--- config.mk ---
export PLATFORM = sky130hd
export DESIGN_NAME = strap_capture
export DESIGN_NICKNAME = d
export VERILOG_FILES = /design/src/logic/soc_ctrl_pkg.sv /design/src/logic/strap_capture.sv
export SDC_FILE = /design/constraint.sdc
export NUM_CORES = 1
export LEC_CHECK = 0
export BUFFER_PORTS_ARGS = -buffer_cell sky130_fd_sc_hd__buf_2
export CAP_MARGIN = 10
export CORE_ASPECT_RATIO = 0.5
export CORE_MARGIN = 2
export CORE_UTILIZATION = 44
export CTS_CLUSTER_SIZE = 14
export DETAILED_ROUTE_END_ITERATION = 8
export HOLD_SLACK_MARGIN = 0.15
export PLACE_DENSITY = 0.78
export SYNTH_ARGS = -nofsm -noshare
export SYNTH_HDL_FRONTEND = slang
export SYNTH_SLANG_ARGS = --single-unit
--- constraint.sdc ---
create_clock -name core_clk -period 1.2 [get_ports core_clk]
set_input_delay 0.3 -clock core_clk [delete_from_list [all_inputs] [get_ports core_clk]]
set_output_delay 0.3 -clock core_clk [all_outputs]
set_load 0.02 [all_outputs]
--- src/logic/soc_ctrl_pkg.sv ---
////////////////////////////////////////
// Shared widths and bundled types for the SoC control block
// Imported by every module that moves straps, resets or trace data
////////////////////////////////////////

package soc_ctrl_pkg;

    ////////////////////////////////////////
    // Widths
    ////////////////////////////////////////

    // One MCU trace word
    parameter int TRACE_DATA_W = 32;
    // Warm reset epoch tag, wraps silently
    parameter int EPOCH_W = 4;
    // One bus-user strap word
    parameter int STRAP_W = 32;

    ////////////////////////////////////////
    // Bundles
    ////////////////////////////////////////

    // Host reset strobes, one cycle each
    typedef struct packed {
        logic hard_req;
        logic warm_req;
    } reset_req_t;

    // Raw strap pins plus the two override bits
    typedef struct packed {
        logic [STRAP_W-1:0] lsu_user;
        logic [STRAP_W-1:0] ifu_user;
        logic [STRAP_W-1:0] dma_user;
        logic [STRAP_W-1:0] sram_cfg_user;
        logic [STRAP_W-1:0] soc_cfg_user;
        // Clear means take the DMA word
        logic               sram_cfg_ovr;
        // Clear means take the LSU word
        logic               soc_cfg_ovr;
    } strap_in_t;

    // Captured strap words after defaulting
    typedef struct packed {
        logic [STRAP_W-1:0] lsu_user;
        logic [STRAP_W-1:0] ifu_user;
        logic [STRAP_W-1:0] dma_user;
        logic [STRAP_W-1:0] sram_cfg_user;
        logic [STRAP_W-1:0] soc_cfg_user;
    } strap_out_t;

    // One ring buffer slot
    typedef struct packed {
        logic [EPOCH_W-1:0]      epoch;
        logic [TRACE_DATA_W-1:0] data;
    } trace_entry_t;

    // Host readout response
    typedef struct packed {
        trace_entry_t entry;
        // Index at or beyond the stored count
        logic         err;
    } trace_rsp_t;

endpackage

--- src/logic/strap_capture.sv ---
////////////////////////////////////////
// Strap latch, sampled on each power-good rise
// SRAM and SoC config words fall back to DMA and LSU without override
////////////////////////////////////////

module strap_capture
    import soc_ctrl_pkg::*;
(
    input  logic       core_clk,
    input  logic       reset_i,
    input  logic       pwrgood_i,
    input  strap_in_t  straps_i,
    output strap_out_t straps_o
);

    logic       pwrgood_q;
    logic       pwrgood_rise;
    strap_out_t straps_nxt;

    assign pwrgood_rise = pwrgood_i & ~pwrgood_q;

    // Defaulting rules
    always_comb begin
        straps_nxt.lsu_user = straps_i.lsu_user;
        straps_nxt.ifu_user = straps_i.ifu_user;
        straps_nxt.dma_user = straps_i.dma_user;
        // No override, SRAM config follows DMA
        straps_nxt.sram_cfg_user = straps_i.sram_cfg_ovr ? straps_i.sram_cfg_user
                                                         : straps_i.dma_user;
        // No override, SoC config follows LSU
        straps_nxt.soc_cfg_user = straps_i.soc_cfg_ovr ? straps_i.soc_cfg_user
                                                       : straps_i.lsu_user;
    end

    always_ff @(posedge core_clk) begin
        if (reset_i) begin
            pwrgood_q <= 1'b0;
            straps_o  <= '0;
        end else begin
            pwrgood_q <= pwrgood_i;
            // Held until the next rise
            if (pwrgood_rise) begin
                straps_o <= straps_nxt;
            end
        end
    end

endmodule

==> impl_results.md <==
* Status: finished with violations
* Failing checks: negative setup slack
* Clock Tree Buf Depth at 2
* Clk root buf: clkbuf_16
* Netlist cell types at 14
* Slew at the pin closest to its max-slew limit at 0.264 ns
* DR DRC count at 0
* Slew Viols, Final at 0
* Gpl congestion at 0.818
* Reg clk slew, reported paths at 0.07 ns
* Slowest CP cell: dfxtp_2
* Final worst-path cycle share at 108%
* Initial antenna violation count at 1
* Wire per inst at 18.8 um
* Synthesized Nets at 871
* Layout Utilization at 80.6%
* Largest net degree at the start of global routing at 41
* Post-synthesis cell count at 706
* Startpoint Class: flop
* Crit-path most repeated cell: buf_12
* CP max FO at 9
* CP max stage delay at 0.33 ns
* Worst min-delay path class: input port to flop
* CP Capture Point: straps_o[63]
* CP Capture Type: flop
* Clock sink total at 161
* CTS tree: yes
* FF-to-FF End: straps_o[63]
* Core Box Area at 0.0137 sq mm
* Maximum vdd drop at 0.000910 V
* Site Rows at 30
* Max_slew headroom at 81.9%
* Worst Path Required at 1.50 ns
* GRT Util Overall at 26.6%
* Fin nets at 1284
* Worst-skew pair later-pin latency at 0.40 ns
* Post-Route WL at 24.9 mm
* # Max-Cap Violations at 0
* Sequential element share of the synthesized area at 51.6%
* Dpl hpwl at 13.5 mm
* Vias in the first global route at 6566
* Ys Warns at 0
* Initial drt markers at 396
* Crit path cell chain: nor2b_4 -> buf_12 -> buf_12 -> buf_4 -> nor2_1 -> a211oi_1
* Final-report setup violation count at 45
* Crit path time final at 1.30 ns
* Htree depth at 4
* First-pass DRT Iterations at 5
* Post-route cell area at 0.0110 sq mm
* Fin cells at 1325
* Worst r2r src: pwrgood_q
* Detailed-route via count at 7043
* Ports at 325
* Kind of critical path: flop to flop
* Cells after DPL at 1191
* PnR worst setup slack at -0.100 ns
* Final hold vios at 0
* Post-route ant nets at 0
* Setup Skew at 0.00711 ns
* TNS Setup at -1.03 ns
* FMAX at 769 MHz
* Synth-to-layout area growth at 76.7%
* Die area at 0.0152 sq mm
* Die Y at 88.3 um
* Pre-CTS setup slack at -0.194 ns
* RSZ-0062 raised after global routing: true
* Flop-to-flop setup slack at -0.1 ns
* Yosys reg bits at 161
* Hold slack at 0.161 ns
* Initial Util at 45.6%
* Crit. Startpoint: pwrgood_q
* CP arrival at 1.60 ns
* Total chip power at 14.6 mW
* Mapped Area at 0.00625 sq mm
* Area after DPL at 0.00808 sq mm
* GRT overflow at 0
* Fraction of layout cells with a size suffix above 1 at 53.0%
* Syn Area/Cell at 8.85 sq um
* PortBufs at 324
* Fillers at 815
* Vias per cell at 5.32
* Leak at 4.95 nW
* First-pass GRT wire length at 32.4 mm
* CTS buffer count at 17
* Register-to-Register Path Depth at 6
* Cell Pwr Density at 1320 mW/mm^2
* Die width at 173 um
==> cell families (layout without fill, tap and decap cells) <==
group,Yosys count,after routing,share of synthesized area (%)
AO/OA/AOI/OAI,160,160,15.4
buffers and inverters,62,488,6.97
flip-flops,161,161,51.6
multiplexers,64,64,10.3
other,0,1,0
AND/OR/NAND/NOR,259,259,15.8
==> Yosys cell counts <==
cell type    n  area [sq um]
a211oi_1    64           480
a21oi_1     96           480
mux2i_1     64           641
nand2b_1     1          6.26
nor2b_4      1          13.8
nand2_1    192           721
dfxtp_1    161          3220
buf_1        4          15.0
clkbuf_1    12          45.0
buf_6       18           203
buf_2       15          75.1
nor2_1      64           240
buf_4       13          97.6
nor2b_1      1          6.26
==> power by group <==
group / leakage (nW) / internal, mW / switching [mW] / total [mW]
Sequential: 1.38 / 5.77 / 0.264 / 6.03
Clock: 0.272 / 3.16 / 2.25 / 5.41
Combinational: 3.30 / 1.56 / 1.58 / 3.14
==> placed cells by master (no fill, tap or decap), drive strengths merged <==
cell,n
clkinv,1
bufinv,2
buf,372
nor2b,2
dfxtp,161
clkbuf,27
nand2,192
nand2b,1
dlygate4sd3,79
diode,1
inv,4
a211oi,64
mux2i,64
a21oi,96
clkinvlp,3
nor2,64
==> worst min path at each step <==
stage | startpoint | end | cells past startpoint
after CTS | straps_i[150] | straps_o[148] | 3
after floorplan | pwrgood_i | pwrgood_q | 1
final | straps_i[73] | straps_o[71] | 3
after detailed placement | straps_o[70] | straps_o[70] | 2
after global placement | straps_o[100] | straps_o[100] | 2
after global routing | straps_i[106] | straps_o[104] | 3
==> sequential cells by signal (all words and copies together), names as in the netlist <==
signal,count
straps_o,160
pwrgood_q,1
==> metal layers <==
layer	up-vias	global-route usage (%)	routed length [um]
met1	3336	28.7	9230
li1	3221	-	-
met5	-	0	0
met2	347	49.7	12800
met3	139	5.93	1280
met4	0	16.0	1630
==> critical path, delay by kind of cell, from the launching register on <==
family	cells	cell delay, ns
buffers and inverters	3	0.44
and+or+nand+nor	2	0.19
AOI/OAI and AO/OA	1	0.23
DFF	1	0.33
==> what timing repair did <==
item                                   in CTS  in global routing
buffers inserted                            1                 14
gates cloned                                1                  6
endpoints found under the hold margin      78                  1
resized for setup                         227                268
pin swaps                                   4                  7
hold buffers                               78                  1
setup endpoints to repair                 190                260
==> layout make-up <==
class                      instances  area, sq um  area share [%]
multi-input combinational        483         2780            25.1
sequential                       161         3410            30.9
clock inverter                    10          126            1.14
tap                              192          240            2.18
clock buffer                      22          454            4.11
antenna                            1         2.50          0.0227
timing repair buffer             456         4030            36.5
Power figures use the tool's default switching activity.
