[src/logic/soc_ctrl_pkg.sv]
////////////////////////////////////////
// Shared widths and bundled types for the SoC control block
// Imported by every module that moves straps, resets or trace data
////////////////////////////////////////

package soc_ctrl_pkg;

    ////////////////////////////////////////
    // Widths
    ////////////////////////////////////////

    // One MCU trace word
    parameter int TRACE_DATA_W = 32;
    // Warm reset epoch tag, wraps silently
    parameter int EPOCH_W = 4;
    // One bus-user strap word
    parameter int STRAP_W = 32;

    ////////////////////////////////////////
    // Bundles
    ////////////////////////////////////////

    // Host reset strobes, one cycle each
    typedef struct packed {
        logic hard_req;
        logic warm_req;
    } reset_req_t;

    // Raw strap pins plus the two override bits
    typedef struct packed {
        logic [STRAP_W-1:0] lsu_user;
        logic [STRAP_W-1:0] ifu_user;
        logic [STRAP_W-1:0] dma_user;
        logic [STRAP_W-1:0] sram_cfg_user;
        logic [STRAP_W-1:0] soc_cfg_user;
        // Clear means take the DMA word
        logic               sram_cfg_ovr;
        // Clear means take the LSU word
        logic               soc_cfg_ovr;
    } strap_in_t;

    // Captured strap words after defaulting
    typedef struct packed {
        logic [STRAP_W-1:0] lsu_user;
        logic [STRAP_W-1:0] ifu_user;
        logic [STRAP_W-1:0] dma_user;
        logic [STRAP_W-1:0] sram_cfg_user;
        logic [STRAP_W-1:0] soc_cfg_user;
    } strap_out_t;

    // One ring buffer slot
    typedef struct packed {
        logic [EPOCH_W-1:0]      epoch;
        logic [TRACE_DATA_W-1:0] data;
    } trace_entry_t;

    // Host readout response
    typedef struct packed {
        trace_entry_t entry;
        // Index at or beyond the stored count
        logic         err;
    } trace_rsp_t;

endpackage

[src/logic/trace_capture.sv]
////////////////////////////////////////
// Trace producer
// Keeps words seen while the core is out of reset, tags them with
// the warm reset epoch and issues one buffer write a cycle later
////////////////////////////////////////

module trace_capture
    import soc_ctrl_pkg::*;
(
    input  logic                    core_clk,
    input  logic                    reset_i,
    input  logic                    pwrgood_i,
    input  logic                    rst_b_i,
    input  logic                    trace_valid_i,
    input  logic [TRACE_DATA_W-1:0] trace_data_i,
    output logic                    wr_stb_o,
    output trace_entry_t            wr_entry_o
);

    logic               rst_b_q;
    logic               rel_rise;
    // Set once the power-up release has been seen
    logic               first_rel;
    logic [EPOCH_W-1:0] epoch;
    logic [EPOCH_W-1:0] epoch_cur;

    assign rel_rise = rst_b_i & ~rst_b_q;

    // Epoch in force this cycle, a warm release counts immediately
    assign epoch_cur = (rel_rise && first_rel) ? epoch + EPOCH_W'(1) : epoch;

    ////////////////////////////////////////
    // Epoch tracking
    ////////////////////////////////////////

    always_ff @(posedge core_clk) begin
        if (reset_i) begin
            rst_b_q   <= 1'b0;
            first_rel <= 1'b0;
            epoch     <= '0;
            wr_stb_o  <= 1'b0;
        end else begin
            rst_b_q <= rst_b_i;
            // Drop anything arriving during core reset
            wr_stb_o <= trace_valid_i & rst_b_i;
            if (!pwrgood_i) begin
                // Power loss starts the count over
                first_rel <= 1'b0;
                epoch     <= '0;
            end else if (rel_rise) begin
                first_rel <= 1'b1;
                epoch     <= epoch_cur;
            end
        end
    end

    // Entry payload, qualified by wr_stb_o
    always_ff @(posedge core_clk) begin
        if (trace_valid_i) begin
            wr_entry_o.epoch <= epoch_cur;
            wr_entry_o.data  <= trace_data_i;
        end
    end

endmodule

[config.mk]
export PLATFORM = sky130hd
export DESIGN_NAME = trace_capture
export DESIGN_NICKNAME = d
export VERILOG_FILES = /design/src/logic/soc_ctrl_pkg.sv /design/src/logic/trace_capture.sv
export SDC_FILE = /design/constraint.sdc
export NUM_CORES = 1
export LEC_CHECK = 0
export ABC_AREA = 1
export BUFFER_PORTS_ARGS = -buffer_cell sky130_fd_sc_hd__buf_2
export CAP_MARGIN = 20
export CORE_MARGIN = 5
export CORE_UTILIZATION = 41
export CTS_BUF_LIST = sky130_fd_sc_hd__clkbuf_4
export DETAILED_ROUTE_END_ITERATION = 6
export GPL_ROUTABILITY_DRIVEN = 0
export MAX_ROUTING_LAYER = met4
export PLACE_DENSITY = 0.77
export SYNTH_ARGS = -nofsm -noshare
export SYNTH_HDL_FRONTEND = slang
export SYNTH_SLANG_ARGS = --single-unit
export TNS_END_PERCENT = 50
[constraint.sdc]
create_clock -name core_clk -period 1.1 [get_ports core_clk]
set_input_delay 0.33 -clock core_clk [delete_from_list [all_inputs] [get_ports core_clk]]
set_output_delay 0.33 -clock core_clk [all_outputs]
set_load 0.01 [all_outputs]
==> results of run 1 <==
==> power groups by stage <==
stage | Clock (mW) | Sequential [mW] | Combinational [mW]
3_3_place_gp | 0 | 1.94 | 0.273
3_5_place_dp | 0 | 1.94 | 0.279
5_1_grt | 0.825 | 1.92 | 0.304
4_1_cts | 0.736 | 1.91 | 0.280
2_1_floorplan | 0 | 2.01 | 0.0163
6_report | 0.692 | 1.91 | 0.278
==> worst paths after layout <==
check / to / slack [ns] / cells after the start
worst max register to register: wr_entry_o[33] / 0.03 / 3
worst max-delay path: wr_entry_o[32] / -0.11 / 1
worst min-delay path: wr_entry_o[17] / 0.16 / 1
worst min register to register: epoch[2] / 0.56 / 2
==> layout by cell type, fill, tap and decap left out <==
cell and count:
buf_6 1, buf_2 72, clkbuf_4 6, inv_1 9, nand3_2 1, edfxtp_1 36
a21oi_1 2, buf_12 1, nand2_1 8, dfxtp_2 2, clkinv_1 2, dfxtp_1 5
buf_4 3, ha_1 1, xor2_2 1, o21ai_2 2, nand3_4 1, nor2_2 1
nor2_1 6, xor2_1 1
==> flip-flops by register name, indices dropped and copies added (netlist names) <==
register / flops
epoch: 4
first_rel: 1
rst_b_q: 1
wr_entry_o: 36
wr_stb_o: 1
==> kinds of logic after synthesis <==
group	Yosys count	synth area share (%)
DFF	43	87.8
and+or+nand+nor	17	5.85
buffers and inverters	9	2.43
AOI/OAI and AO/OA	4	1.71
xor gates and xnor gates	2	1.26
adders and majority gates	1	0.900
==> cell type report <==
type                            instances  area, µm²
Multi-Input combinational cell         24        151
Tap cell                               46       57.6
Fill cell                             260       1380
Clock inverter                          2       7.51
Inverter                                9       33.8
Sequential cell                        43       1220
Timing Repair Buffer                   77        414
Clock buffer                            6       45.0
==> repair_timing <==
item | 4_1_cts | 5_1_grt
setup endpoints to repair | 38 | 41
pin swaps | 0 | 1
resized for setup | 1 | 6
==> metal layers <==
metal  vias up  global-route usage [%]  part of all wire [%]
li1        433                       -                     -
met1       398                    9.45                    32
met2        51                    21.8                    51
met3         6                    6.08                    14
met4         0                    7.44                   2.5
met5         -                       -                     0
==> flow_summary.toml, run 1 <==
[outcome]
outcome = "complete, but fails checks"
violations = "setup timing"

[worst_setup_path]
cp_slowest_stage_delay_ns = 0.39
crit_path_start_kind = "flop"
worstSetupEndpointType = "output pin"
worstPathMaxFanout = 1
critPathSlowestCell = "edfxtp_1"
cp_cell_sequence = "buf_2"
worstPathRequired_ns = 0.77
crit_buf_inv = 1
critPathArrivalTime_ns = 0.88
crit_type = "reg -> out"
cp_top_family = "flip-flops"
r2r_start = "epoch[1]"
critPathLaunch = "wr_entry_o[32]"

[placement]
place_ws_ns = -0.0499
dpl_cell_area_mm2 = 0.00186
dp.cells = 199
hpwl_um = 2150
portBuffers = 73

[timing]
relSlewSlack_pct = 87.3
timing.hold.ws_ns = 0.156
fin_crit_ns = 1.21
finalSetupTns_ns = -3.05
fmax_mhz = 827
finalCritPeriodShare_pct = 110
clock_skew_ns = 0.00435
setup_viol = 37
finalMaxSlewViolations = 0
setup_ws_ns = -0.110
hold_violations = 0
rsz0062_at_grt = "yes"
worst-slew-pin-transition_ns = 0.190

[die]
die_h_um = 68.2
fp-row-count = 21
io_pins = 74
core_area_mm2 = 0.00331
die_x_um = 68.2
initial_core_util_pct = 42.0
die_area_mm2 = 0.00465

[yosys]
synthesis.area_mm2 = 0.00139
ys_warn_count = 0
synth-edff-count = 36
yosysTopAreaCell = "edfxtp_1"
synth_area_leaders = "edfxtp_1 (78%), dfxtp_1 (10%), inv_1 (2.4%)"
synthMostInstantiatedCell = "edfxtp_1"
synth_flop_cell = "edfxtp_1"
yosysSeqAreaShare_pct = 87.8
synthArstFlopShare_pct = 0
synth_area_per_cell_um2 = 18.3
yosysUniqueCellTypes = 13
ys_ff_latch = 43
yosysTopAreaCellShare_pct = 77.8
synthCells = 76
syn_nets = 114
netlist_top_cells_count = "edfxtp_1 (36), inv_1 (9), nand2_1 (8), dfxtp_1 (7), nor2_1 (6)"

[routing]
ant_nets = 0
drt_iter0_markers = 51
routed_wl_um = 2730
vias_per_cell = 4.29
drc_errors = 0
drt-pass1-iter-count = 4
vias = 888
wl_per_cell_um = 13.2

[global_route]
grt.total_usage_pct = 12.1
antenna_found_initial = 0
grt_pass1_vias = 863
grt-ovfl-total = 0
grt_max_degree = 38
grt_pass1_wl_um = 3770

[power_and_ir_drop]
power_mw = 2.87
netSwitchingFraction_pct = 21.0
switchingPower_mw = 0.605
p_leak_nw = 0.877
p_int_mw = 2.27
clkPwrFrac_pct = 24.1
pwr_density_cell_mw_per_mm2 = 1490
power_frac_seq_pct = 66.3
vdd_drop_max_v = 0.000469
p_comb_share_pct = 9.7

[clock_tree]
clkTransAtPathRegs_ns = 0.11
cts.sinks = 43
postCtsSetupBuffers = 0
clk_latency_ns = 0.34
cts_tree = "yes"
htreeDepth = 2
cts_buffers = 5
clock_path_buffers = 2
cts_hold_buf = 0
ctsRootBufferMaster = "clkbuf_4"

[finish]
drive_above_1_share_pct = 56.5
antenna_cells = 0
fin_nets = 198
final_area_mm2 = 0.00193
final_util_pct = 58.4
area_growth_pct = 39.1
fin_cells = 207

[min_path]
hold_start = "trace_data_i[17]"
hold_class = "in -> reg"

[job]
drv_cap = 0
Power figures use the tool's default switching activity.
==> inputs of run 2 (changes only) <==
CORE_UTILIZATION = 45   (was 41)
PLACE_DENSITY = 0.8   (was 0.77)
clock period = 1.2 ns   (was 1.1 ns; I/O delays follow)
==> run 2 against run 1 <==
Against the previous run: worst hold slack improved by 0.014 ns; worst setup slack improved by 0.039 ns; die area decreased by 7.6%; via count increased by 1.8%; the run still ends with setup timing left; critical path depth unchanged; first-iteration DRC count increased by 41%; clock-buffer cell count decreased by 1; final area increased by 0.91%; clock skew decreased by 0.0019 ns; final cell count decreased by 7.2%.
==> flow_summary.toml, run 2 (synthesized netlist as in run 1, its figures left out) <==
[clock_tree]
htreeDepth = 2
cts_tree = "yes"
ctsRootBufferMaster = "clkbuf_4"
postCtsSetupBuffers = 0
clock_path_buffers = 2
clk_latency_ns = 0.35
cts_buffers = 5
clkTransAtPathRegs_ns = 0.12
cts.sinks = 43

[routing]
ant_nets = 0
drt_iter0_markers = 72
drc_errors = 0
maxUsedRoutingLayer = "met4"
vias_per_cell = 4.71
vias = 904
drt-pass1-iter-count = 4
wl_met2_um = 1350
wl_met1_um = 1090
wl_met3_um = 362
routed_wl_um = 2850
wl_per_cell_um = 14.8

[timing]
worst-slew-pin-transition_ns = 0.194
finalMaxSlewViolations = 0
finalSetupTns_ns = -1.14
finalCritPeriodShare_pct = 106
setup_ws_ns = -0.0701
relSlewSlack_pct = 87.1
clock_skew_ns = 0.00243
hold_violations = 0
rsz0062_at_grt = "yes"
setup_viol = 36
fmax_mhz = 787
fin_crit_ns = 1.27

[power_and_ir_drop]
pwr_density_cell_mw_per_mm2 = 1590
netSwitchingFraction_pct = 19.7
p_int_mw = 2.49
power_frac_seq_pct = 56.3
switchingPower_mw = 0.612
clkPwrFrac_pct = 35.4
p_comb_share_pct = 8.3
p_leak_nw = 0.890
vdd_drop_max_v = 0.000808

[worst_setup_path]
r2r_start = "epoch[0]"
critPathSlowestCell = "edfxtp_1"
worstSetupEndpointType = "output pin"
cp_top_family = "flip-flops"
cp_slowest_stage_delay_ns = 0.41
worstPathMaxFanout = 1
crit_buf_inv = 1
crit_type = "reg -> out"
crit_path_start_kind = "flop"
cp_cell_sequence = "buf_2"
rr_endpoint = "wr_entry_o[33]"
reg2reg_slack_ns = 0.09
worstPathRequired_ns = 0.84
critPathArrivalTime_ns = 0.91
r2r_cells = 3

[finish]
final_cell_mix = "buf_2 (73), edfxtp_1 (36), inv_1 (9)"
drive_above_1_share_pct = 56.6
area_growth_pct = 40.3
fillers = 227
antenna_cells = 0
largest_register = "wr_entry_o"
top_regs = "wr_entry_o (36), epoch (4)"
largest_reg_flops = 36
seqCellArea_mm2 = 0.00122
fin_nets = 196
multi_input_area_um2 = 141
final_common_cell = "buf_2"

[die]
die_area_mm2 = 0.00430
initial_core_util_pct = 46.3
io_pins = 74
die_h_um = 65.6
fp-row-count = 20
die_x_um = 65.6
core_area_mm2 = 0.00300

[global_route]
grt_pass1_vias = 908
grt_pass1_wl_um = 4170
grt.total_usage_pct = 14.1
grt_max_degree = 23
antenna_found_initial = 0
grt-ovfl-total = 0

[outcome]
outcome = "complete, but fails checks"
violations = "setup timing"

[placement]
portBuffers = 73
place_ws_ns = -0.0102
hpwl_um = 2230

[min_path]
hold_class = "in -> reg"
holdPathStages = 2
holdPathEnd = "wr_stb_o"
hold_start = "reset_i"

[job]
drv_cap = 0
[run 2: cell type report]
class	instances	area share, %
Multi-Input combinational cell	24	7.25
Clock buffer	5	1.92
Inverter	9	1.73
Clock inverter	3	3.46
Sequential cell	43	62.7
Timing Repair Buffer	75	20.8
Tap cell	33	2.12
[run 2: power groups by stage]
stage	clock network [mW]	registers [mW]	logic, mW
global placement	0	1.78	0.255
floorplan	0	1.84	0.0149
CTS	1.12	1.75	0.262
finish	1.10	1.75	0.257
detailed placement	0	1.78	0.263
global route	1.20	1.76	0.277
[run 2: worst max path at each step]
| stage | startpoint | to | slack, ns | cells past startpoint |
|---|---|---|---|---|
| 2_1_floorplan | epoch[0] | wr_entry_o[33] | 0.11 | 3 |
| 3_3_place_gp | rst_b_i | wr_entry_o[35] | 0.07 | 6 |
| 3_5_place_dp | epoch[0] | wr_entry_o[33] | -0.01 | 3 |
| 4_1_cts | wr_entry_o[32] | wr_entry_o[32] | -0.07 | 1 |
| 5_1_grt | wr_entry_o[32] | wr_entry_o[32] | -0.12 | 1 |
| 6_report | wr_entry_o[33] | wr_entry_o[33] | -0.07 | 1 |
[run 2: metrics by stage]
step	instances	power, mW	hold WS, ns	util (%)	instance area, µm²
2_1_floorplan	76	1.85	0.431	-	1390
3_3_place_gp	184	2.03	0.512	61.2	1840
3_5_place_dp	184	2.05	0.526	61.2	1840
4_1_cts	192	3.13	0.166	64.7	1940
5_1_grt	192	3.24	0.138	65.0	1950
6_report	192	3.10	0.170	65.0	1950
[run 2: metal layers]
| layer | vias to the layer above | global-route usage, % |
|---|---|---|
| met5 | - | - |
| met4 | 0 | 7.77 |
| met3 | 7 | 6.32 |
| met2 | 57 | 22.9 |
| met1 | 410 | 14.3 |
| li1 | 430 | - |
[run 2: timing repair]
action / 4_1_cts / 5_1_grt
hold buffers: 0 / 0
endpoints found under the setup margin: 37 / 39
resized for setup: 1 / 4
