--- src/logic/soc_ctrl_pkg.sv ---
////////////////////////////////////////
// Shared widths and bundled types for the SoC control block
// Imported by every module that moves straps, resets or trace data
////////////////////////////////////////

package soc_ctrl_pkg;

    ////////////////////////////////////////
    // Widths
    ////////////////////////////////////////

    // One MCU trace word
    parameter int TRACE_DATA_W = 32;
    // Warm reset epoch tag, wraps silently
    parameter int EPOCH_W = 4;
    // One bus-user strap word
    parameter int STRAP_W = 32;

    ////////////////////////////////////////
    // Bundles
    ////////////////////////////////////////

    // Host reset strobes, one cycle each
    typedef struct packed {
        logic hard_req;
        logic warm_req;
    } reset_req_t;

    // Raw strap pins plus the two override bits
    typedef struct packed {
        logic [STRAP_W-1:0] lsu_user;
        logic [STRAP_W-1:0] ifu_user;
        logic [STRAP_W-1:0] dma_user;
        logic [STRAP_W-1:0] sram_cfg_user;
        logic [STRAP_W-1:0] soc_cfg_user;
        // Clear means take the DMA word
        logic               sram_cfg_ovr;
        // Clear means take the LSU word
        logic               soc_cfg_ovr;
    } strap_in_t;

    // Captured strap words after defaulting
    typedef struct packed {
        logic [STRAP_W-1:0] lsu_user;
        logic [STRAP_W-1:0] ifu_user;
        logic [STRAP_W-1:0] dma_user;
        logic [STRAP_W-1:0] sram_cfg_user;
        logic [STRAP_W-1:0] soc_cfg_user;
    } strap_out_t;

    // One ring buffer slot
    typedef struct packed {
        logic [EPOCH_W-1:0]      epoch;
        logic [TRACE_DATA_W-1:0] data;
    } trace_entry_t;

    // Host readout response
    typedef struct packed {
        trace_entry_t entry;
        // Index at or beyond the stored count
        logic         err;
    } trace_rsp_t;

endpackage

--- src/logic/reset_sequencer.sv ---
////////////////////////////////////////
// Power-good and core reset sequencing
// Runs the power-up sequence after reset_i and on hard requests,
// holds only the core reset low on warm requests
////////////////////////////////////////

module reset_sequencer
    import soc_ctrl_pkg::*;
#(
    parameter int PWRGOOD_DELAY = 5,
    parameter int RST_DELAY     = 20
) (
    input  logic       core_clk,
    input  logic       reset_i,
    input  reset_req_t reset_req_i,
    output logic       pwrgood_o,
    output logic       rst_b_o,
    output logic       seq_done_o
);

    // Counter wide enough for the longer of the two delays
    localparam int MAX_DELAY = (PWRGOOD_DELAY > RST_DELAY) ? PWRGOOD_DELAY : RST_DELAY;
    localparam int CNT_W     = $clog2(MAX_DELAY + 1);

    typedef enum logic [2:0] {
        ST_OFF,
        ST_PWRUP_WAIT,
        ST_RST_WAIT,
        ST_RUN,
        ST_WARM_HOLD
    } seq_state_e;

    seq_state_e       state;
    logic [CNT_W-1:0] dly_cnt;
    logic             pwr_done;
    logic             rst_done;

    // Terminal counts, counter starts at 0 on state entry
    assign pwr_done = (dly_cnt == CNT_W'(PWRGOOD_DELAY - 1));
    assign rst_done = (dly_cnt == CNT_W'(RST_DELAY - 1));

    ////////////////////////////////////////
    // Sequencer FSM
    ////////////////////////////////////////

    always_ff @(posedge core_clk) begin
        if (reset_i) begin
            state      <= ST_OFF;
            dly_cnt    <= '0;
            pwrgood_o  <= 1'b0;
            rst_b_o    <= 1'b0;
            seq_done_o <= 1'b0;
        end else begin
            // Done strobe lasts a single cycle
            seq_done_o <= 1'b0;
            case (state)
                // Both rails low, first cycle of the power-good delay
                ST_OFF, ST_PWRUP_WAIT: begin
                    if (pwr_done) begin
                        state     <= ST_RST_WAIT;
                        dly_cnt   <= '0;
                        pwrgood_o <= 1'b1;
                    end else begin
                        state   <= ST_PWRUP_WAIT;
                        dly_cnt <= dly_cnt + 1'b1;
                    end
                end
                // Power-up release and warm hold share the same timing
                ST_RST_WAIT, ST_WARM_HOLD: begin
                    if (rst_done) begin
                        state      <= ST_RUN;
                        dly_cnt    <= '0;
                        rst_b_o    <= 1'b1;
                        seq_done_o <= 1'b1;
                    end else begin
                        dly_cnt <= dly_cnt + 1'b1;
                    end
                end
                // Only place a request is taken, hard wins over warm
                ST_RUN: begin
                    if (reset_req_i.hard_req) begin
                        state     <= ST_OFF;
                        dly_cnt   <= '0;
                        pwrgood_o <= 1'b0;
                        rst_b_o   <= 1'b0;
                    end else if (reset_req_i.warm_req) begin
                        state   <= ST_WARM_HOLD;
                        dly_cnt <= '0;
                        rst_b_o <= 1'b0;
                    end
                end
                default: begin
                    state     <= ST_OFF;
                    dly_cnt   <= '0;
                    pwrgood_o <= 1'b0;
                    rst_b_o   <= 1'b0;
                end
            endcase
        end
    end

endmodule

--- config.mk ---
export PLATFORM = sky130hd
export DESIGN_NAME = reset_sequencer
export DESIGN_NICKNAME = d
export VERILOG_FILES = /design/src/logic/soc_ctrl_pkg.sv /design/src/logic/reset_sequencer.sv
export SDC_FILE = /design/constraint.sdc
export NUM_CORES = 1
export LEC_CHECK = 0
export BUFFER_PORTS_ARGS = -buffer_cell sky130_fd_sc_hd__buf_2
export CORE_MARGIN = 5
export CORE_UTILIZATION = 43
export CTS_BUF_LIST = sky130_fd_sc_hd__clkbuf_16
export DETAILED_ROUTE_END_ITERATION = 8
export PLACE_DENSITY = 0.58
export SETUP_SLACK_MARGIN = 0.1
export SLEW_MARGIN = 20
export SYNTH_ARGS = -nofsm -noshare
export SYNTH_HDL_FRONTEND = slang
export SYNTH_SLANG_ARGS = --single-unit
--- constraint.sdc ---
create_clock -name core_clk -period 2.9 [get_ports core_clk]
set_clock_uncertainty 0.2 [all_clocks]
set_input_delay 0.435 -clock core_clk [delete_from_list [all_inputs] [get_ports core_clk]]
set_output_delay 0.435 -clock core_clk [all_outputs]
set_load 0.005 [all_outputs]
==> results of run 1 <==
## state kept, by name, summed over array words and instances (netlist names)
| signal | cells |
|---|---|
| dly_cnt | 5 |
| state | 3 |
| pwrgood_o | 1 |
| rst_b_o | 1 |
| seq_done_o | 1 |
## area by class of cell
| cell class | instances | area [sq um] | area share (%) |
|---|---|---|---|
| inverters | 3 | 11.3 | 1.61 |
| repair buffers | 6 | 30.0 | 4.30 |
| clock inverters | 1 | 3.75 | 0.538 |
| well taps | 15 | 18.8 | 2.69 |
| clock buffers | 3 | 75.1 | 10.8 |
| multi-input cells | 48 | 339 | 48.6 |
| flip-flops and latches | 11 | 220 | 31.5 |
## power groups by stage
| stage | Combinational [W] | Clock, W | Sequential, W |
|---|---|---|---|
| after global routing | 0.000269 | 0.000258 | 0.000264 |
| after global placement | 0.000240 | 0 | 0.000257 |
| after detailed placement | 0.000239 | 0 | 0.000258 |
| after CTS | 0.000240 | 0.000251 | 0.000255 |
| after floorplan | 0.000208 | 0 | 0.000235 |
| final | 0.000240 | 0.000248 | 0.000256 |
## worst max-delay path by stage
stage	endpoint	slack, ps	cells past startpoint
3_3_place_gp	state[2]	940	5
4_1_cts	state[2]	1050	4
3_5_place_dp	state[2]	1020	5
5_1_grt	state[2]	980	4
2_1_floorplan	state[1]	1250	5
6_report	state[2]	1040	4
## cell families (layout without fill, tap and decap cells)
logic type	after synthesis	after routing
buffers and inverters	5	13
and+or+nand+nor	29	29
xor gates and xnor gates	1	1
muxes	1	1
DFF	11	11
adders and majority gates	2	2
AOI/OAI and AO/OA	15	15
## worst max-delay path: cells and delay by family (launching register included)
family	cells	cell delay [ps]
AO/OA/AOI/OAI	1	160
flip-flops	1	510
AND/OR/NAND/NOR	3	880
## layer usage
layer / global-route usage, % / up-vias / wire length, um
met4: 8.84 / 0 / 11
li1: - / 253 / -
met2: 18.4 / 17 / 499
met3: 2.73 / 2 / 69
met5: 0 / - / 0
met1: 16.8 / 217 / 533
## cell usage in the layout, fill, tap and decap left out, types with 2 or more instances in the layout
cell type	n
a31oi_1	3
nor2_1	7
ha_1	2
nand2_1	6
dfxtp_1	11
o21bai_1	2
buf_2	6
nand3_1	4
a21oi_1	3
inv_1	4
and4bb_2	2
or2_1	2
clkbuf_16	3
## metrics by stage
stage | cell area, sq um | utilization [%] | hold slack, ps | setup slack [ps] | total power [W]
detailed placement | 619 | 48.2 | 279 | 1020 | 0.000497
global placement | 619 | 48.2 | 276 | 937 | 0.000497
global route | 698 | 54.3 | 316 | 982 | 0.000792
floorplan | 579 | - | 262 | 1250 | 0.000443
CTS | 698 | 54.3 | 285 | 1050 | 0.000745
finish | 698 | 54.3 | 279 | 1040 | 0.000744
==> run metrics, run 1 <==
clock root buffer=clkbuf_16; placer congestion estimate=0.833; Fin. Hold Viols=0; Slew @ Worst Pin=488 ps; WS Path Type=flop to flop; switching share of total power=33.5%; syn avg cell area=9.05 sq um; per-cell routed wire length=12.8 um; IO Count=7; Area growth, synth to finish=20.5%; Mapped Area=579 sq um; Hold Crit Start=rst_b_o; max-slew violations=0; crit path cell chain=nand4bb_1, nor2_1, o21bai_1, and3_1; Comb power frac=32.3%; RR Endpoint=state[2]; Die Span Y=46.7 um; switching power=0.000250 W; R2R Path Start=state[0]; commonest cells in the netlist=11 x dfxtp_1, 7 x nor2_1, 6 x nand2_1; detailed-route via count=489; Post CTS Setup Buffer Count=0; Synth cell types=30; sequential share of power=34.4%; Max IR drop VDD=516 uV; TritonCTS Buffers=3; Power Internal=0.000494 W; hold path depth=2; status=complete, no violations; Worst setup startpoint=state[0]; vias per inst=5.62; clock slew seen by the registers of the worst setup and hold paths=40 ps; largest net degree at the start of global routing=11; Power Density=1070 mW/mm^2; Post-synth top flop=dfxtp_1; post-layout minimum cycle time=1860 ps; Overflow after GRT=0; Iter 0 DRT Violations=17; first-pass GRT wire length=1.93 mm; reg2reg setup slack=1040 ps; final setup fails=0; async set-reset flop share out of synthesis=0%; power share of the clock group=33.3%; post-synthesis sequential area ratio=38.0%; Critical Path Slowest Stage Cell=dfxtp_1; die area=0.00218 sq mm; XOR/XNOR Fraction of Synth Area=2.81%; count of flip-flops with a built-in enable after synthesis=0; Required @ worst endpoint=2820 ps; hold buffers post-CTS=0; count leader, synth=dfxtp_1; Rel. slew slack=67.4%; arrival time worst endpoint=1790 ps; register bit total from synthesis=11; Mapped Nets=70; MaxCap Viol Count=0; final worst path period share=64.2%; Die X=46.7 um; post-cts resize count=0; CP Max Fanout=8; top cells by area, synth=dfxtp_1 38%, o32ai_4 4.8%, nor2_1 4.5%; Hold Path End=rst_b_o; min-delay worst type=flop to flop; mux cell area share after synthesis=1.73%; vias in the first global route=463; Reg2Reg Depth=4; fillers=127; compound-cell area share of the yosys netlist=20.7%; placed insts=83; row count=13; critical path endpoint category=flop; Leakage=0.273 nW; clk sinks=11; critical path launch point type=flop; Total Routed Length=1.11 mm; layout cells sized above 1=19.4%; Clock Latency Late Sink=230 ps; antenna violations before repair=0; Setup Total Neg Slack=0 ps; simple-gate portion of the synthesized area=28.9%; H-tree Lvls=1; Post-Synth Adder-Cell Area=4.32%; Yosys top cell by area=dfxtp_1; hpwl dp=799 um; unrepaired setup endpoints after global routing=false; deepest clock path buffer count=2; largest family of logic cells by synthesized area=simple AND/OR/NAND/NOR gates; # DRC=0; number of diodes=0; Yosys warning count=0; proportion of netlist area held by the largest area contributor=38.0%; DR pass1 iterations=4; CTS tree=built; Tot GR Track Use=12.8%; core area=0.00128 sq mm; cells after synthesis=64; Post-Layout Cell Count=87; number of I/O port buffers=6; CP max stage delay=510 ps; fin nets=79; starting density of the core=45.1%; post-route ant nets=0; fmax=537 MHz
Note: power is estimated with default switching activity, not from simulation.
==> run 2: changes to the inputs <==
==> constraint.sdc (replaced) <==
create_clock -name core_clk -period 1.8 [get_ports core_clk]
set_clock_uncertainty 0.2 [all_clocks]
set_input_delay 0.27 -clock core_clk [delete_from_list [all_inputs] [get_ports core_clk]]
set_output_delay 0.27 -clock core_clk [all_outputs]
set_load 0.005 [all_outputs]
==> run 2 against run 1 <==
  * Via count rose by 9.6%
  * Worst setup slack lost 940 ps
  * Sequential power is 56% higher
  * Power grew 71%
  * Critical path type unchanged
==> run metrics, run 2 (synthesized netlist as in run 1, its figures left out) <==
status=complete, no violations; final worst path period share=94.6% (+30 points); buffers plus inverters on the worst setup path=0 (unchanged); arrival time worst endpoint=1610 ps (-180 ps); R2R Path Start=dly_cnt[0]; CTS tree=built; deepest clock path buffer count=2 (unchanged); layout cells sized above 1=30.8% (+11 points); Hold Crit Start=reset_i; max-slew violations=0 (unchanged); IO Count=7 (unchanged); clk sinks=11 (unchanged); CP top delay family=compound AO/OA/AOI/OAI gates; flip-flop count of the largest register after layout=5 (unchanged); crit path cell chain=ha_4, and4bb_2, o32ai_4, o21bai_1, a21oi_1; Die X=46.7 um (unchanged); Rel. slew slack=71.5% (+4.1 points); per-cell routed wire length=13.3 um (+4.0%); biggest regs=dly_cnt x5, state x3; Fin. Hold Viols=0 (unchanged); min-delay worst type=primary input to flop; critical path endpoint category=flop; Die Span Y=46.7 um (unchanged); RR Endpoint=state[1]; MaxCap Viol Count=0 (unchanged); WS Path Type=flop to flop; die area=0.00218 sq mm (unchanged); number of I/O port buffers=6 (unchanged); Required @ worst endpoint=1710 ps (-1110 ps); reg2reg setup slack=100 ps (-940 ps); H-tree Lvls=1 (unchanged); Total Routed Length=1.24 mm (+11%); CP Max Fanout=8 (unchanged); most common cell after layout, fill and taps aside=dfxtp_1; Reg2Reg Depth=5 (+1); TritonCTS Buffers=3 (unchanged); clock root buffer=clkbuf_16; crit path capture=state[1]; Area growth, synth to finish=32.4%; Setup Total Neg Slack=0 ps (unchanged); Max IR drop VDD=834 uV (+61%); post-route ant nets=0 (unchanged); most frequent cells in the layout=9 x dfxtp_1, 7 x nor2_1, 6 x nand2_1, 6 x buf_2, 6 x buf_4; Iter 0 DRT Violations=8 (-9); hold path depth=2 (unchanged); vias per inst=5.76 (+2.5%); CP max stage delay=360 ps (-150 ps); placer congestion estimate=0.824 (-1.2%); critical path launch point type=flop; number of diodes=0 (unchanged); Power Density=1660 mW/mm^2 (+56%); post-layout minimum cycle time=1700 ps (-160 ps); Hold Slack=152 ps (-127 ps); Critical Path Slowest Stage Cell=o32ai_4; Slew @ Worst Pin=426 ps (-61.8 ps); hpwl dp=872 um (+9.1%); detailed-route via count=536 (+9.6%); antenna violations before repair=0 (unchanged); # DRC=0 (unchanged); fin nets=85 (+7.6%); DR pass1 iterations=5 (+1); core area=0.00128 sq mm (unchanged); Worst setup startpoint=dly_cnt[0]; Leakage=0.305 nW (+12%); vias in the first global route=481 (+3.9%); largest net degree at the start of global routing=11 (unchanged); Overflow after GRT=0 (unchanged); row count=13 (unchanged); clock slew seen by the registers of the worst setup and hold paths=40 ps (about the same); first-pass GRT wire length=2.19 mm (+13%); most flop-heavy register=dly_cnt; final setup fails=0 (unchanged); Tot GR Track Use=14.4% (+1.6 points); unrepaired setup endpoints after global routing=true; starting density of the core=45.1% (unchanged); fmax=588 MHz (+9.4%); Clock Latency Late Sink=230 ps (about the same); Crit. path cell count=5 (+1)
[run 2: layout make-up]
class                      count  area, sq um
clock buffer                   3         75.1
tap                           15         18.8
clock inverter                 1         3.75
fill                         117          518
sequential                    11          225
inverter                       3         11.3
multi-input combinational     48          358
timing repair buffer          12         75.1
[run 2: repair_timing]
| action | CTS | global route |
|---|---|---|
| buffers inserted | 2 | 1 |
| setup endpoints to repair | 7 | 8 |
| hold buffers | 0 | 0 |
| gates resized for setup | 5 | 1 |
| pin swaps | 7 | 8 |
[run 2: where the power goes]
part | internal, W | total (W) | switching, W
sequential | 0.000329 | 0.000400 | 0.0000709
clock | 0.000290 | 0.000388 | 0.0000972
combinational | 0.000232 | 0.000484 | 0.000253
total | 0.000851 | 0.00127 | 0.000421
[run 2: stage by stage]
stage,setup slack (ps),cells,cell area (sq um),power [W],utilization (%)
final,98.0,93,767,0.00127,59.7
after global routing,21.0,93,767,0.00137,59.7
after CTS,63.0,92,753,0.00126,58.6
after detailed placement,37.0,86,642,0.000827,50.0
after global placement,54.9,86,642,0.000825,50.0
after floorplan,147,64,579,0.000713,-
[run 2: per-layer routing]
layer / track usage (%) / routed length, um
met5: 0 / 0
met4: 6.63 / 10
met3: 3.52 / 54
met2: 21.2 / 553
met1: 19.6 / 618
[run 2: worst min path at each step]
stage / end / slack, ps
floorplan: dly_cnt[1] / 260
global placement: rst_b_o / 270
detailed placement: rst_b_o / 280
CTS: dly_cnt[1] / 150
global route: dly_cnt[1] / 150
finish: dly_cnt[1] / 150
