===== config.mk =====
export PLATFORM = sky130hd
export DESIGN_NAME = trace_readout
export DESIGN_NICKNAME = d
export VERILOG_FILES = /design/src/logic/soc_ctrl_pkg.sv /design/src/logic/trace_readout.sv
export SDC_FILE = /design/constraint.sdc
export NUM_CORES = 1
export LEC_CHECK = 0
export BUFFER_PORTS_ARGS = -buffer_cell sky130_fd_sc_hd__buf_2
export CAP_MARGIN = 30
export CORE_UTILIZATION = 38
export DETAILED_ROUTE_END_ITERATION = 8
export HOLD_SLACK_MARGIN = 0.15
export PLACE_DENSITY = 0.82
export SLEW_MARGIN = 25
export SYNTH_ARGS = -nofsm -noshare
export SYNTH_HDL_FRONTEND = slang
export SYNTH_SLANG_ARGS = --single-unit

===== constraint.sdc =====
create_clock -name core_clk -period 3.7 [get_ports core_clk]
set_input_delay 0.555 -clock core_clk [delete_from_list [all_inputs] [get_ports core_clk]]
set_output_delay 0.555 -clock core_clk [all_outputs]
set_load 0.005 [all_outputs]

===== src/logic/soc_ctrl_pkg.sv =====
////////////////////////////////////////
// Shared widths and bundled types for the SoC control block
// Imported by every module that moves straps, resets or trace data
////////////////////////////////////////

package soc_ctrl_pkg;

    ////////////////////////////////////////
    // Widths
    ////////////////////////////////////////

    // One MCU trace word
    parameter int TRACE_DATA_W = 32;
    // Warm reset epoch tag, wraps silently
    parameter int EPOCH_W = 4;
    // One bus-user strap word
    parameter int STRAP_W = 32;

    ////////////////////////////////////////
    // Bundles
    ////////////////////////////////////////

    // Host reset strobes, one cycle each
    typedef struct packed {
        logic hard_req;
        logic warm_req;
    } reset_req_t;

    // Raw strap pins plus the two override bits
    typedef struct packed {
        logic [STRAP_W-1:0] lsu_user;
        logic [STRAP_W-1:0] ifu_user;
        logic [STRAP_W-1:0] dma_user;
        logic [STRAP_W-1:0] sram_cfg_user;
        logic [STRAP_W-1:0] soc_cfg_user;
        // Clear means take the DMA word
        logic               sram_cfg_ovr;
        // Clear means take the LSU word
        logic               soc_cfg_ovr;
    } strap_in_t;

    // Captured strap words after defaulting
    typedef struct packed {
        logic [STRAP_W-1:0] lsu_user;
        logic [STRAP_W-1:0] ifu_user;
        logic [STRAP_W-1:0] dma_user;
        logic [STRAP_W-1:0] sram_cfg_user;
        logic [STRAP_W-1:0] soc_cfg_user;
    } strap_out_t;

    // One ring buffer slot
    typedef struct packed {
        logic [EPOCH_W-1:0]      epoch;
        logic [TRACE_DATA_W-1:0] data;
    } trace_entry_t;

    // Host readout response
    typedef struct packed {
        trace_entry_t entry;
        // Index at or beyond the stored count
        logic         err;
    } trace_rsp_t;

endpackage


===== src/logic/trace_readout.sv =====
////////////////////////////////////////
// Trace consumer
// Maps age-ordered host indices to buffer slots, response two cycles
// after the request, one request per cycle
////////////////////////////////////////

module trace_readout
    import soc_ctrl_pkg::*;
#(
    parameter int TRACE_DEPTH = 256
) (
    input  logic                           core_clk,
    input  logic                           reset_i,
    input  logic                           rd_req_i,
    input  logic [$clog2(TRACE_DEPTH)-1:0] rd_index_i,
    input  logic [$clog2(TRACE_DEPTH)-1:0] wr_ptr_i,
    input  logic                           wrapped_i,
    input  logic [$clog2(TRACE_DEPTH):0]   count_i,
    output logic [$clog2(TRACE_DEPTH)-1:0] rd_addr_o,
    input  trace_entry_t                   rd_entry_i,
    output logic                           rd_valid_o,
    output trace_rsp_t                     rd_rsp_o
);

    localparam int PTR_W = $clog2(TRACE_DEPTH);

    logic s1_valid;
    logic s1_err;
    logic s2_err;
    logic in_range;

    // Count sampled with the request
    assign in_range = ({1'b0, rd_index_i} < count_i);

    ////////////////////////////////////////
    // Stage 1, address map and range check
    ////////////////////////////////////////

    always_ff @(posedge core_clk) begin
        if (reset_i) begin
            s1_valid <= 1'b0;
            s1_err   <= 1'b0;
        end else begin
            s1_valid <= rd_req_i;
            s1_err   <= rd_req_i & ~in_range;
        end
    end

    // After a wrap the oldest entry sits at the write pointer
    always_ff @(posedge core_clk) begin
        if (rd_req_i) begin
            rd_addr_o <= wrapped_i ? PTR_W'(rd_index_i + wr_ptr_i) : rd_index_i;
        end
    end

    ////////////////////////////////////////
    // Stage 2, response
    ////////////////////////////////////////

    always_ff @(posedge core_clk) begin
        if (reset_i) begin
            rd_valid_o <= 1'b0;
            s2_err     <= 1'b0;
        end else begin
            rd_valid_o <= s1_valid;
            s2_err     <= s1_err;
        end
    end

    // Buffer data lands in this cycle, zeroed for a bad index
    always_comb begin
        rd_rsp_o.err   = s2_err;
        rd_rsp_o.entry = s2_err ? '0 : rd_entry_i;
    end

endmodule


==> impl_results.md, run 1 <==
* Status: finished, final reports clean
* Grt met3 use at 0.0418
* Max-slew violation count at 0
* CTS clk-pin slew, worst paths at roughly 0.070 ns
* Worst slew pin tran at between 0.4 and 0.5 ns
* Layout cells sized above 1 at 0.496
* EDFF count, synth at 8
* Most common cell after layout, fill and taps aside: buf_2
* Met1 Usage GRT at 0.226
* Setup TNS at 0 ns
* # H-tree levels at 1
* Flops & latches, synth at 12
* Starting Density at 0.398
* Post-CTS Resized at 0
* Clock skew at 0.000353 ns
* Clock root cell: clkbuf_4
* Startpoint Class: primary input
* Antenna-violating nets left at 0
* Routed len/inst at 12.2 µm
* Minimum clock period at roughly 2.0 ns
* First-pass DRT Iterations at 6
* Worst path max stage delay at 0.40 ns
* Die Wd at between 50 and 60 µm
* Crit path max-delay cell type: fa_1
* Clock tree from TritonCTS: yes
* Routed vias/inst at 4.64
* DIE AREA at around 3400 µm²
* Num Clock Sinks at 12
* Leakage power at ~0.00099 µW
* # hold bufs at CTS at 0
* Ant. Diodes at 0
* Initial drt markers at 24
* Post-synthesis cell type count at 35
* Total track usage at 0.201
* # nets final at around 330
* Total of max-cap violations at 0
* Met2 global-route usage at 0.371
* Vias post-DR at between 1000 and 1500
* Worst hold path type: flip-flop to flip-flop
* Synth-to-layout area growth at 51.6%
* Critical-path maximum fanout at 3
* Syn_area_per_cell at slightly below 9 µm²
* Initial antenna violation count at 0
* Synthesized netlist net count at 216
* Crit-path cells: buf_2 > ha_1 > inv_1 > fa_1 > nor2b_1 > o31a_2 > o21ai_0 > nand4b_1 > o311ai_0
* WP data required at 3.69 ns
* Async SR Flop Fraction at 0
* Endpoints failing setup at 0
* Sequential element share of the synthesized area at 0.264
* Post-detail-place hpwl at slightly above 3 mm
* Mapped cell area at between 1000 and 1500 µm²
* Post-Synthesis Cells at 136
* TritonCTS Buffers at 3
* VDD IR-drop max at roughly 0.00010 V
* Core Footprint at a little over 3000 µm²
* Gr busiest metal: met2
* GRT Residual Overflow at 0
* GPL Wtd Cong at ~0.83
* Largest net degree at the start of global routing at 25
* Slew headroom at 0.685
* Row cnt at 20
* Crit end category: flip-flop
* Most used DFF post-synth: edfxtp_1
* DRC viols at 0
* Most frequent cells in the layout: 110 x buf_2, 40 x nor2b_1, 14 x ha_1, 11 x inv_1, 8 x edfxtp_1
* Skew-Pair Late Insertion Delay at about 0.26 ns
* Power per cell area at 241 nW/µm²
* Fmax at between 0.4 and 0.5 GHz
* Post-CTS Setup Bufs at 0
* Critical path arrival at roughly 2.0 ns
* Overall routed net length at 3.53 mm
* WS Path Type: primary input to flip-flop
* # IOs at between 100 and 150
* RSZ-0062 raised after global routing: no
* Count of final hold-check violations at 0
* Yosys warning count at 0
* First-pass GRT wire length at approximately 5.2 mm
* CTS max path bufs at 2
* Vias in the first global route at ~1200
* Die H at between 50 and 60 µm
* IO buf count at 110
* Final period utilization at 0.546
* Overall Power at roughly 440 µW
==> power breakdown <==
| part | switching (µW) | internal [µW] |
|---|---|---|
| clock network | 41.8 | 59.7 |
| registers | 4.19 | 158 |
| logic | 82.3 | 97.6 |
==> worst max-delay path: cells and delay by family <==
| kind | cells | cell delay (ns) |
|---|---|---|
| AOI/OAI and AO/OA | 3 | 0.38 |
| buffers and inverters | 2 | 0.17 |
| adders and majority gates | 2 | 0.63 |
| and+or+nand+nor | 2 | 0.28 |
==> layer usage <==
layer  up-vias  part of all wire  routed length (µm)
met1       586              0.40                1420
met4         0             0.016                  55
met3         6             0.083                 291
met5         -                 0                   0
met2        60              0.50                1760
li1        695                 -                   -
==> stage by stage <==
stage	util	hold slack, ns	area, µm²	cells	setup WS (ns)
global placement	0.586	0.417	1790	285	1.48
global route	0.603	0.460	1840	290	1.52
CTS	0.603	0.452	1840	290	1.69
detailed placement	0.591	0.434	1810	286	1.41
floorplan	-	0.414	1210	136	1.70
finish	0.603	0.444	1840	290	1.68
==> Yosys cell counts (2+ instances only) <==
library cell / instances / area (µm²)
nor2b_1: 40 / 250
a21o_1: 5 / 37.5
dfxtp_1: 4 / 80.1
clkbuf_1: 3 / 11.3
o21a_1: 2 / 15.0
mux2i_1: 2 / 20.0
xnor2_1: 3 / 26.3
edfxtp_1: 8 / 240
ha_1: 14 / 175
a21oi_1: 6 / 30.0
nor2_1: 3 / 11.3
nand2b_1: 2 / 12.5
nand4b_1: 2 / 17.5
o21ai_0: 3 / 15.0
mux2_2: 3 / 33.8
o21bai_1: 2 / 15.0
nand2_1: 4 / 15.0
a211oi_1: 2 / 15.0
nor3_1: 2 / 10.0
inv_1: 11 / 41.3
==> final cells by class <==
class,count,area [µm²]
clock buffers,4,36.3
fillers,322,1210
inverters,12,45.0
multi-input cells,107,820
flip-flops and latches,12,320
well taps,44,55.1
repair buffers,111,566
==> final timing paths <==
path                        from                      to  slack [ns]  cells after the start
max                rd_index_i[0]  rd_addr_o[6]$_DFFE_PP_        1.68                      9
max reg2reg  s1_valid$_SDFF_PP0_   rd_valid_o$_SDFF_PP0_        3.19                      1
min            s1_err$_SDFF_PP0_       s2_err$_SDFF_PP0_        0.44                      1
min reg2reg    s1_err$_SDFF_PP0_       s2_err$_SDFF_PP0_        0.44                      1
==> cell families after synthesis <==
logic type                 Yosys count  synth area share
AOI/OAI and AO/OA                   29             0.175
xor gates and xnor gates             3            0.0216
adders and majority gates           15             0.161
buffers and inverters               17            0.0618
DFF                                 12             0.264
muxes                                5            0.0443
and+or+nand+nor                     55             0.273
==> state kept, by name, indices dropped and copies added, names as in the netlist <==
register    flops
s1_valid        1
rd_valid_o      1
rd_addr_o       8
s1_err          1
s2_err          1
Power figures use the tool's default switching activity.
==> inputs of run 2 (changes only) <==
- CORE_UTILIZATION: 38 -> 37
- PLACE_DENSITY: 0.82 -> 0.8
- clock period: 3.7 -> 2 ns (I/O delays scaled with it)
==> run 2 against run 1 <==
  * Clock skew about the same
  * Clock power increased by 37%
  * First-iteration DRC count increased by 13%
  * Sequential share of layout area decreased by 0.082 points
  * Die area increased by 2.6%
  * Utilization decreased by 0.21 points
  * Total power increased by 75%
  * Flip-flop and latch count unchanged
  * Non-clock buffer count increased by 4
==> impl_results.md, run 2 (synthesis gave the netlist of run 1 again) <==
* Count of final hold-check violations at 0 (unchanged)
* Crit end category: flip-flop
* Initial drt markers at 27 (+13%)
* Status: finished, final reports clean
* Slew headroom at 0.756 (+0.0706)
* Clock skew at 0.000183 ns (-0.000169 ns)
* CTS clk-pin slew, worst paths at 0.07 ns (about the same)
* Most common cell after layout, fill and taps aside: buf_2
* Most frequent cells in the layout: 110 x buf_2, 40 x nor2b_1, 14 x ha_1, 11 x inv_1, 8 x edfxtp_1
* Largest net degree at the start of global routing at 38 (+52%)
* DP Area at 1830 µm² (+1.2%)
* Overall routed net length at 3.24 mm (-8.3%)
* Clock tree from TritonCTS: yes
* Post-CTS Setup Bufs at 0 (unchanged)
* Total of max-cap violations at 0 (unchanged)
* IO buf count at 110 (unchanged)
* Hold path endpoint: s2_err$_SDFF_PP0_
* Met2 global-route usage at 0.345 (-0.0260)
* # IOs at 111 (unchanged)
* Endpoints failing setup at 0 (unchanged)
* Core Footprint at 3080 µm² (+0.82%)
* Layout cells sized above 1 at 0.502 (+0.00607)
* Num Clock Sinks at 12 (unchanged)
* Post-detail-place hpwl at 2.82 mm (-7.4%)
* Total track usage at 0.182 (-0.0192)
* Routed vias/inst at 4.63 (-0.29%)
* # H-tree levels at 1 (unchanged)
* GRT Residual Overflow at 0 (unchanged)
* CP top delay family: adder cells
* # nets final at 331 (+1.2%)
* Skew-Pair Late Insertion Delay at 0.26 ns (about the same)
* Final period utilization at 0.896
* Setup slack, reg-to-reg at 1.49 ns (-1.70 ns)
* RR Endpoint: rd_valid_o$_SDFF_PP0_
* Crit path max-delay cell type: fa_1
* Worst path bufs/invs at 2 (unchanged)
* R2R cell count at 1 (unchanged)
* RSZ-0062 raised after global routing: no
* Worst slew pin tran at 0.361 ns (-0.110 ns)
* DIE AREA at 3520 µm² (+2.6%)
* Worst hold path type: primary input to flip-flop
* TritonCTS Buffers at 3 (unchanged)
* VDD IR-drop max at 0.000187 V (+78%)
* First-pass DRT Iterations at 4 (-2)
* Post-CTS Resized at 0 (unchanged)
* Gr busiest metal: met2
* Biggest register: rd_addr_o
* Max-slew violation count at 0 (unchanged)
* Fill cells at 305 (-5.3%)
* Critical-path maximum fanout at 3 (unchanged)
* Vias post-DR at 1357 (+0.74%)
* PnR worst setup slack at 0.208 ns (-1.47 ns)
* Critical path arrival at 1.83 ns (-0.19 ns)
* # hold bufs at CTS at 0 (unchanged)
* Worst path max stage delay at 0.40 ns (about the same)
* Crit-path cells: buf_2 > ha_1 > inv_1 > fa_1 > nor2b_1 > o31a_2 > o21ai_0 > o311ai_0
* WP data required at 2.04 ns (-1.65 ns)
* Fmax at roughly 0.56 GHz
* Die Wd at 59.3 µm (+1.3%)
* Initial antenna violation count at 0 (unchanged)
* Register area at 320 µm² (unchanged)
* Grt met3 use at 0.0306 (-0.0112)
* Final Non-Filler Cells at 293 (+1.0%)
* Die H at 59.3 µm (+1.3%)
* Leakage power at 0.00100 µW (+1.0%)
* Worst flop-to-flop path startpoint: s1_valid$_SDFF_PP0_
* Row cnt at 20 (unchanged)
* GPL Wtd Cong at 0.827 (-0.47%)
* Setup TNS at 0 ns (unchanged)
* Area of the multi-input gates at 820 µm² (unchanged)
* Power per cell area at 420 nW/µm² (+74%)
* CTS max path bufs at 2 (unchanged)
* Final Instance Area at 1850 µm² (+0.48%)
* Hold path start: reset_i
* Startpoint Class: primary input
* Vias in the first global route at 1178 (+2.0%)
* Routed len/inst at 11.0 µm (-9.2%)
* Synth-to-layout area growth at 52.3%
* First-pass GRT wire length at 4.84 mm (-6.7%)
* Met1 Usage GRT at 0.193 (-0.0331)
* Clock root cell: clkbuf_4
* Starting Density at 0.395 (-0.00324)
* Minimum clock period at 1.79 ns
* Pre-CTS WS at -0.0680 ns (-1.48 ns)
* Placed insts at 290 (+1.4%)
* Hold Crit Depth at 2 (+1)
* WS Path Type: primary input to flip-flop
* Ant. Diodes at 0 (unchanged)
* Antenna-violating nets left at 0 (unchanged)
* DRC viols at 0 (unchanged)
* Largest register FFs at 8 (unchanged)
[run 2: cell count changes in the layout (fill, tap and decap cells not counted), sizes merged]
cell | before | now
clkbuf | 4 | 3
buf | 111 | 115
[run 2: how the worst max path moves through the flow]
stage	from	endpoint	slack [ns]	cells after the start
after floorplan	rd_index_i[0]	rd_addr_o[6]$_DFFE_PP_	0.25	8
after global placement	rd_index_i[2]	rd_addr_o[7]$_DFFE_PP_	0.06	7
after detailed placement	rd_index_i[0]	rd_addr_o[6]$_DFFE_PP_	-0.07	8
after CTS	rd_index_i[0]	rd_addr_o[6]$_DFFE_PP_	0.22	8
after global routing	rd_index_i[0]	rd_addr_o[6]$_DFFE_PP_	0.05	8
final	rd_index_i[0]	rd_addr_o[6]$_DFFE_PP_	0.21	8
[run 2: final cells by class]
cell class,count,area share
flip-flops and latches,12,0.173
well taps,44,0.0297
inverters,12,0.0243
multi-input cells,107,0.443
repair buffers,115,0.318
clock buffers,3,0.0122
[run 2: metal layers]
layer / up-vias / share of wire
met4: 0 / 0.0083
met3: 2 / 0.088
met1: 594 / 0.40
met5: - / 0
li1: 698 / -
met2: 63 / 0.50
[run 2: stage by stage]
step / utilization / total power, µW / hold WS (ns)
5_1_grt: 0.601 / 836 / 0.213
3_5_place_dp: 0.594 / 644 / 0.426
2_1_floorplan: - / 478 / 0.372
4_1_cts: 0.601 / 786 / 0.211
6_report: 0.601 / 776 / 0.218
3_3_place_gp: 0.594 / 637 / 0.421
[run 2: report_power, final]
part           internal (µW)  switching, µW  leakage, µW
Combinational            188            152     0.000880
Clock                   69.5           68.7    0.0000138
Sequential               292           5.20     0.000111
==> inputs of run 3 (changes only) <==
- GPL_TIMING_DRIVEN: default -> 0
==> run 3 against run 2 <==
  * Non-clock buffer count shrank 1
  * Cell count is the same
  * Flip-flop and latch count is the same
  * Global-route usage shrank 1.8 points
  * Combinational power shrank 4%
  * Critical path depth shrank 1
  * Critical endpoint is now rd_addr_o[7]$_DFFE_PP_
  * Highest routed layer unchanged
==> impl_results.md, run 3 (synthesis gave the netlist of run 1 again) <==
* Initial drt markers at 40 (+48%)
* GRT Residual Overflow at 0 (unchanged)
* # H-tree levels at 1 (unchanged)
* DRC viols at 0 (unchanged)
* Layout cells sized above 1 at 0.486 (-0.0161)
* Post-CTS Setup Bufs at 0 (unchanged)
* PnR worst setup slack at 0.215 ns (+0.00695 ns)
* Clock root cell: clkbuf_4
* IO buf count at 109 (-0.91%)
* Fill cells at 285 (-6.6%)
* Total of max-cap violations at 0 (unchanged)
* CP top delay family: compound AO/OA/AOI/OAI gates
* Count of final hold-check violations at 0 (unchanged)
* Area of the multi-input gates at 820 µm² (unchanged)
* Biggest register: rd_addr_o
* Ant. Diodes at 0 (unchanged)
* WS Path Type: primary input to flip-flop
* # hold bufs at CTS at 0 (unchanged)
* # nets final at 330 (-0.30%)
* Antenna-violating nets left at 0 (unchanged)
* TritonCTS Buffers at 3 (unchanged)
* Pre-CTS WS at -0.0218 ns (+0.0461 ns)
* Vias in the first global route at 1024 (-13%)
* Initial antenna violation count at 0 (unchanged)
* Worst slew pin tran at 0.386 ns (+0.0251 ns)
* Most common cell after layout, fill and taps aside: buf_2
* Post-CTS Resized at 0 (unchanged)
* First-pass GRT wire length at 4.27 mm (-12%)
* VDD IR-drop max at 0.000184 V (-1.6%)
* Num Clock Sinks at 12 (unchanged)
* Minimum clock period at 1.79 ns (-0.00695 ns)
* Startpoint Class: primary input
* Post-detail-place hpwl at 2.75 mm (-2.6%)
* RSZ-0062 raised after global routing: no
* Crit-path cells: buf_2 > ha_1 > o21ai_0 > nor2_1 > a31oi_1 > o31a_1 > a32o_1
* Vias post-DR at 1307 (-3.7%)
* Die H at 59.3 µm (unchanged)
* Endpoints failing setup at 0 (unchanged)
* Max-slew violation count at 0 (unchanged)
* Crit end category: flip-flop
* Worst hold path type: primary input to flip-flop
* Overall routed net length at 3.12 mm (-3.6%)
* Final period utilization at 0.893 (-0.00348)
* CTS max path bufs at 2 (unchanged)
* Starting Density at 0.395 (unchanged)
* Clock tree from TritonCTS: yes
* Worst path bufs/invs at 1 (-1)
* Core Footprint at 3080 µm² (unchanged)
* WP data required at 2.01 ns (-0.03 ns)
* Critical-path maximum fanout at 4 (+1)
* Routed len/inst at 10.6 µm (-3.6%)
* Hold WS at 0.218 ns (+0.000316 ns)
* Leakage power at 0.000992 µW (-1.2%)
* Row cnt at 20 (unchanged)
* CTS clk-pin slew, worst paths at 0.06 ns (about the same)
* First-pass DRT Iterations at 4 (unchanged)
* Total track usage at 0.164 (-0.0181)
* Worst path max stage delay at 0.33 ns (-0.07 ns)
* Synth-to-layout area growth at 51.6%
* Most frequent cells in the layout: 109 x buf_2, 40 x nor2b_1, 14 x ha_1, 11 x inv_1, 8 x edfxtp_1
* Power per cell area at 418 nW/µm² (-0.41%)
* Skew-Pair Late Insertion Delay at 0.26 ns (about the same)
* Crit path max-delay cell type: ha_1
* Slew headroom at 0.742 (-0.0137)
* Fmax at 0.560 GHz (+0.39%)
* Largest register FFs at 8 (unchanged)
* Clock skew at 0.00362 ns (+0.00344 ns)
* Die Wd at 59.3 µm (unchanged)
* # IOs at 111 (unchanged)
* Status: finished, final reports clean
* Register area at 320 µm² (unchanged)
* Critical path arrival at 1.79 ns (-0.04 ns)
* DIE AREA at 3520 µm² (unchanged)
* Largest net degree at the start of global routing at 11 (-71%)
* Routed vias/inst at 4.46 (-3.7%)
* GPL Wtd Cong at 0.772 (-6.7%)
## run 3: path summary, 6_finish.rpt
path	start	slack, ns	to	cells after the start
min	reset_i	0.22	s2_err$_SDFF_PP0_	2
max	rd_index_i[3]	0.21	rd_addr_o[7]$_DFFE_PP_	7
max reg2reg	s1_err$_SDFF_PP0_	1.49	s2_err$_SDFF_PP0_	1
min reg2reg	s1_valid$_SDFF_PP0_	0.45	rd_valid_o$_SDFF_PP0_	1
## run 3: final cells by class
type / count / share of cell area
Timing Repair Buffer: 109 / 0.296
Multi-Input combinational cell: 107 / 0.445
Buffer: 5 / 0.0163
Inverter: 12 / 0.0245
Clock buffer: 4 / 0.0143
Tap cell: 44 / 0.0299
Sequential cell: 12 / 0.174
## run 3: where the power goes
| group | internal, µW | leakage (µW) | total (µW) | switching [µW] |
|---|---|---|---|---|
| logic | 181 | 0.000866 | 328 | 147 |
| clock network | 77.0 | 0.0000150 | 143 | 66.4 |
| registers | 292 | 0.000111 | 298 | 5.67 |
| total | 551 | 0.000992 | 770 | 219 |
## run 3: routing by layer
layer	up-vias	GRT usage	share of wire
met5	-	0	0
met4	0	0.0986	0.021
met3	6	0.0262	0.10
met2	63	0.310	0.49
met1	541	0.167	0.39
li1	697	-	-
## run 3: per-stage QoR
stage | setup TNS, ns | std cells | utilization | total power (µW) | cell area, µm²
detailed placement | -0.0408 | 289 | 0.590 | 633 | 1820
floorplan | 0 | 136 | - | 478 | 1210
finish | 0 | 293 | 0.598 | 770 | 1840
CTS | 0 | 293 | 0.598 | 778 | 1840
global placement | -0.0372 | 289 | 0.590 | 626 | 1820
global route | 0 | 293 | 0.598 | 833 | 1840
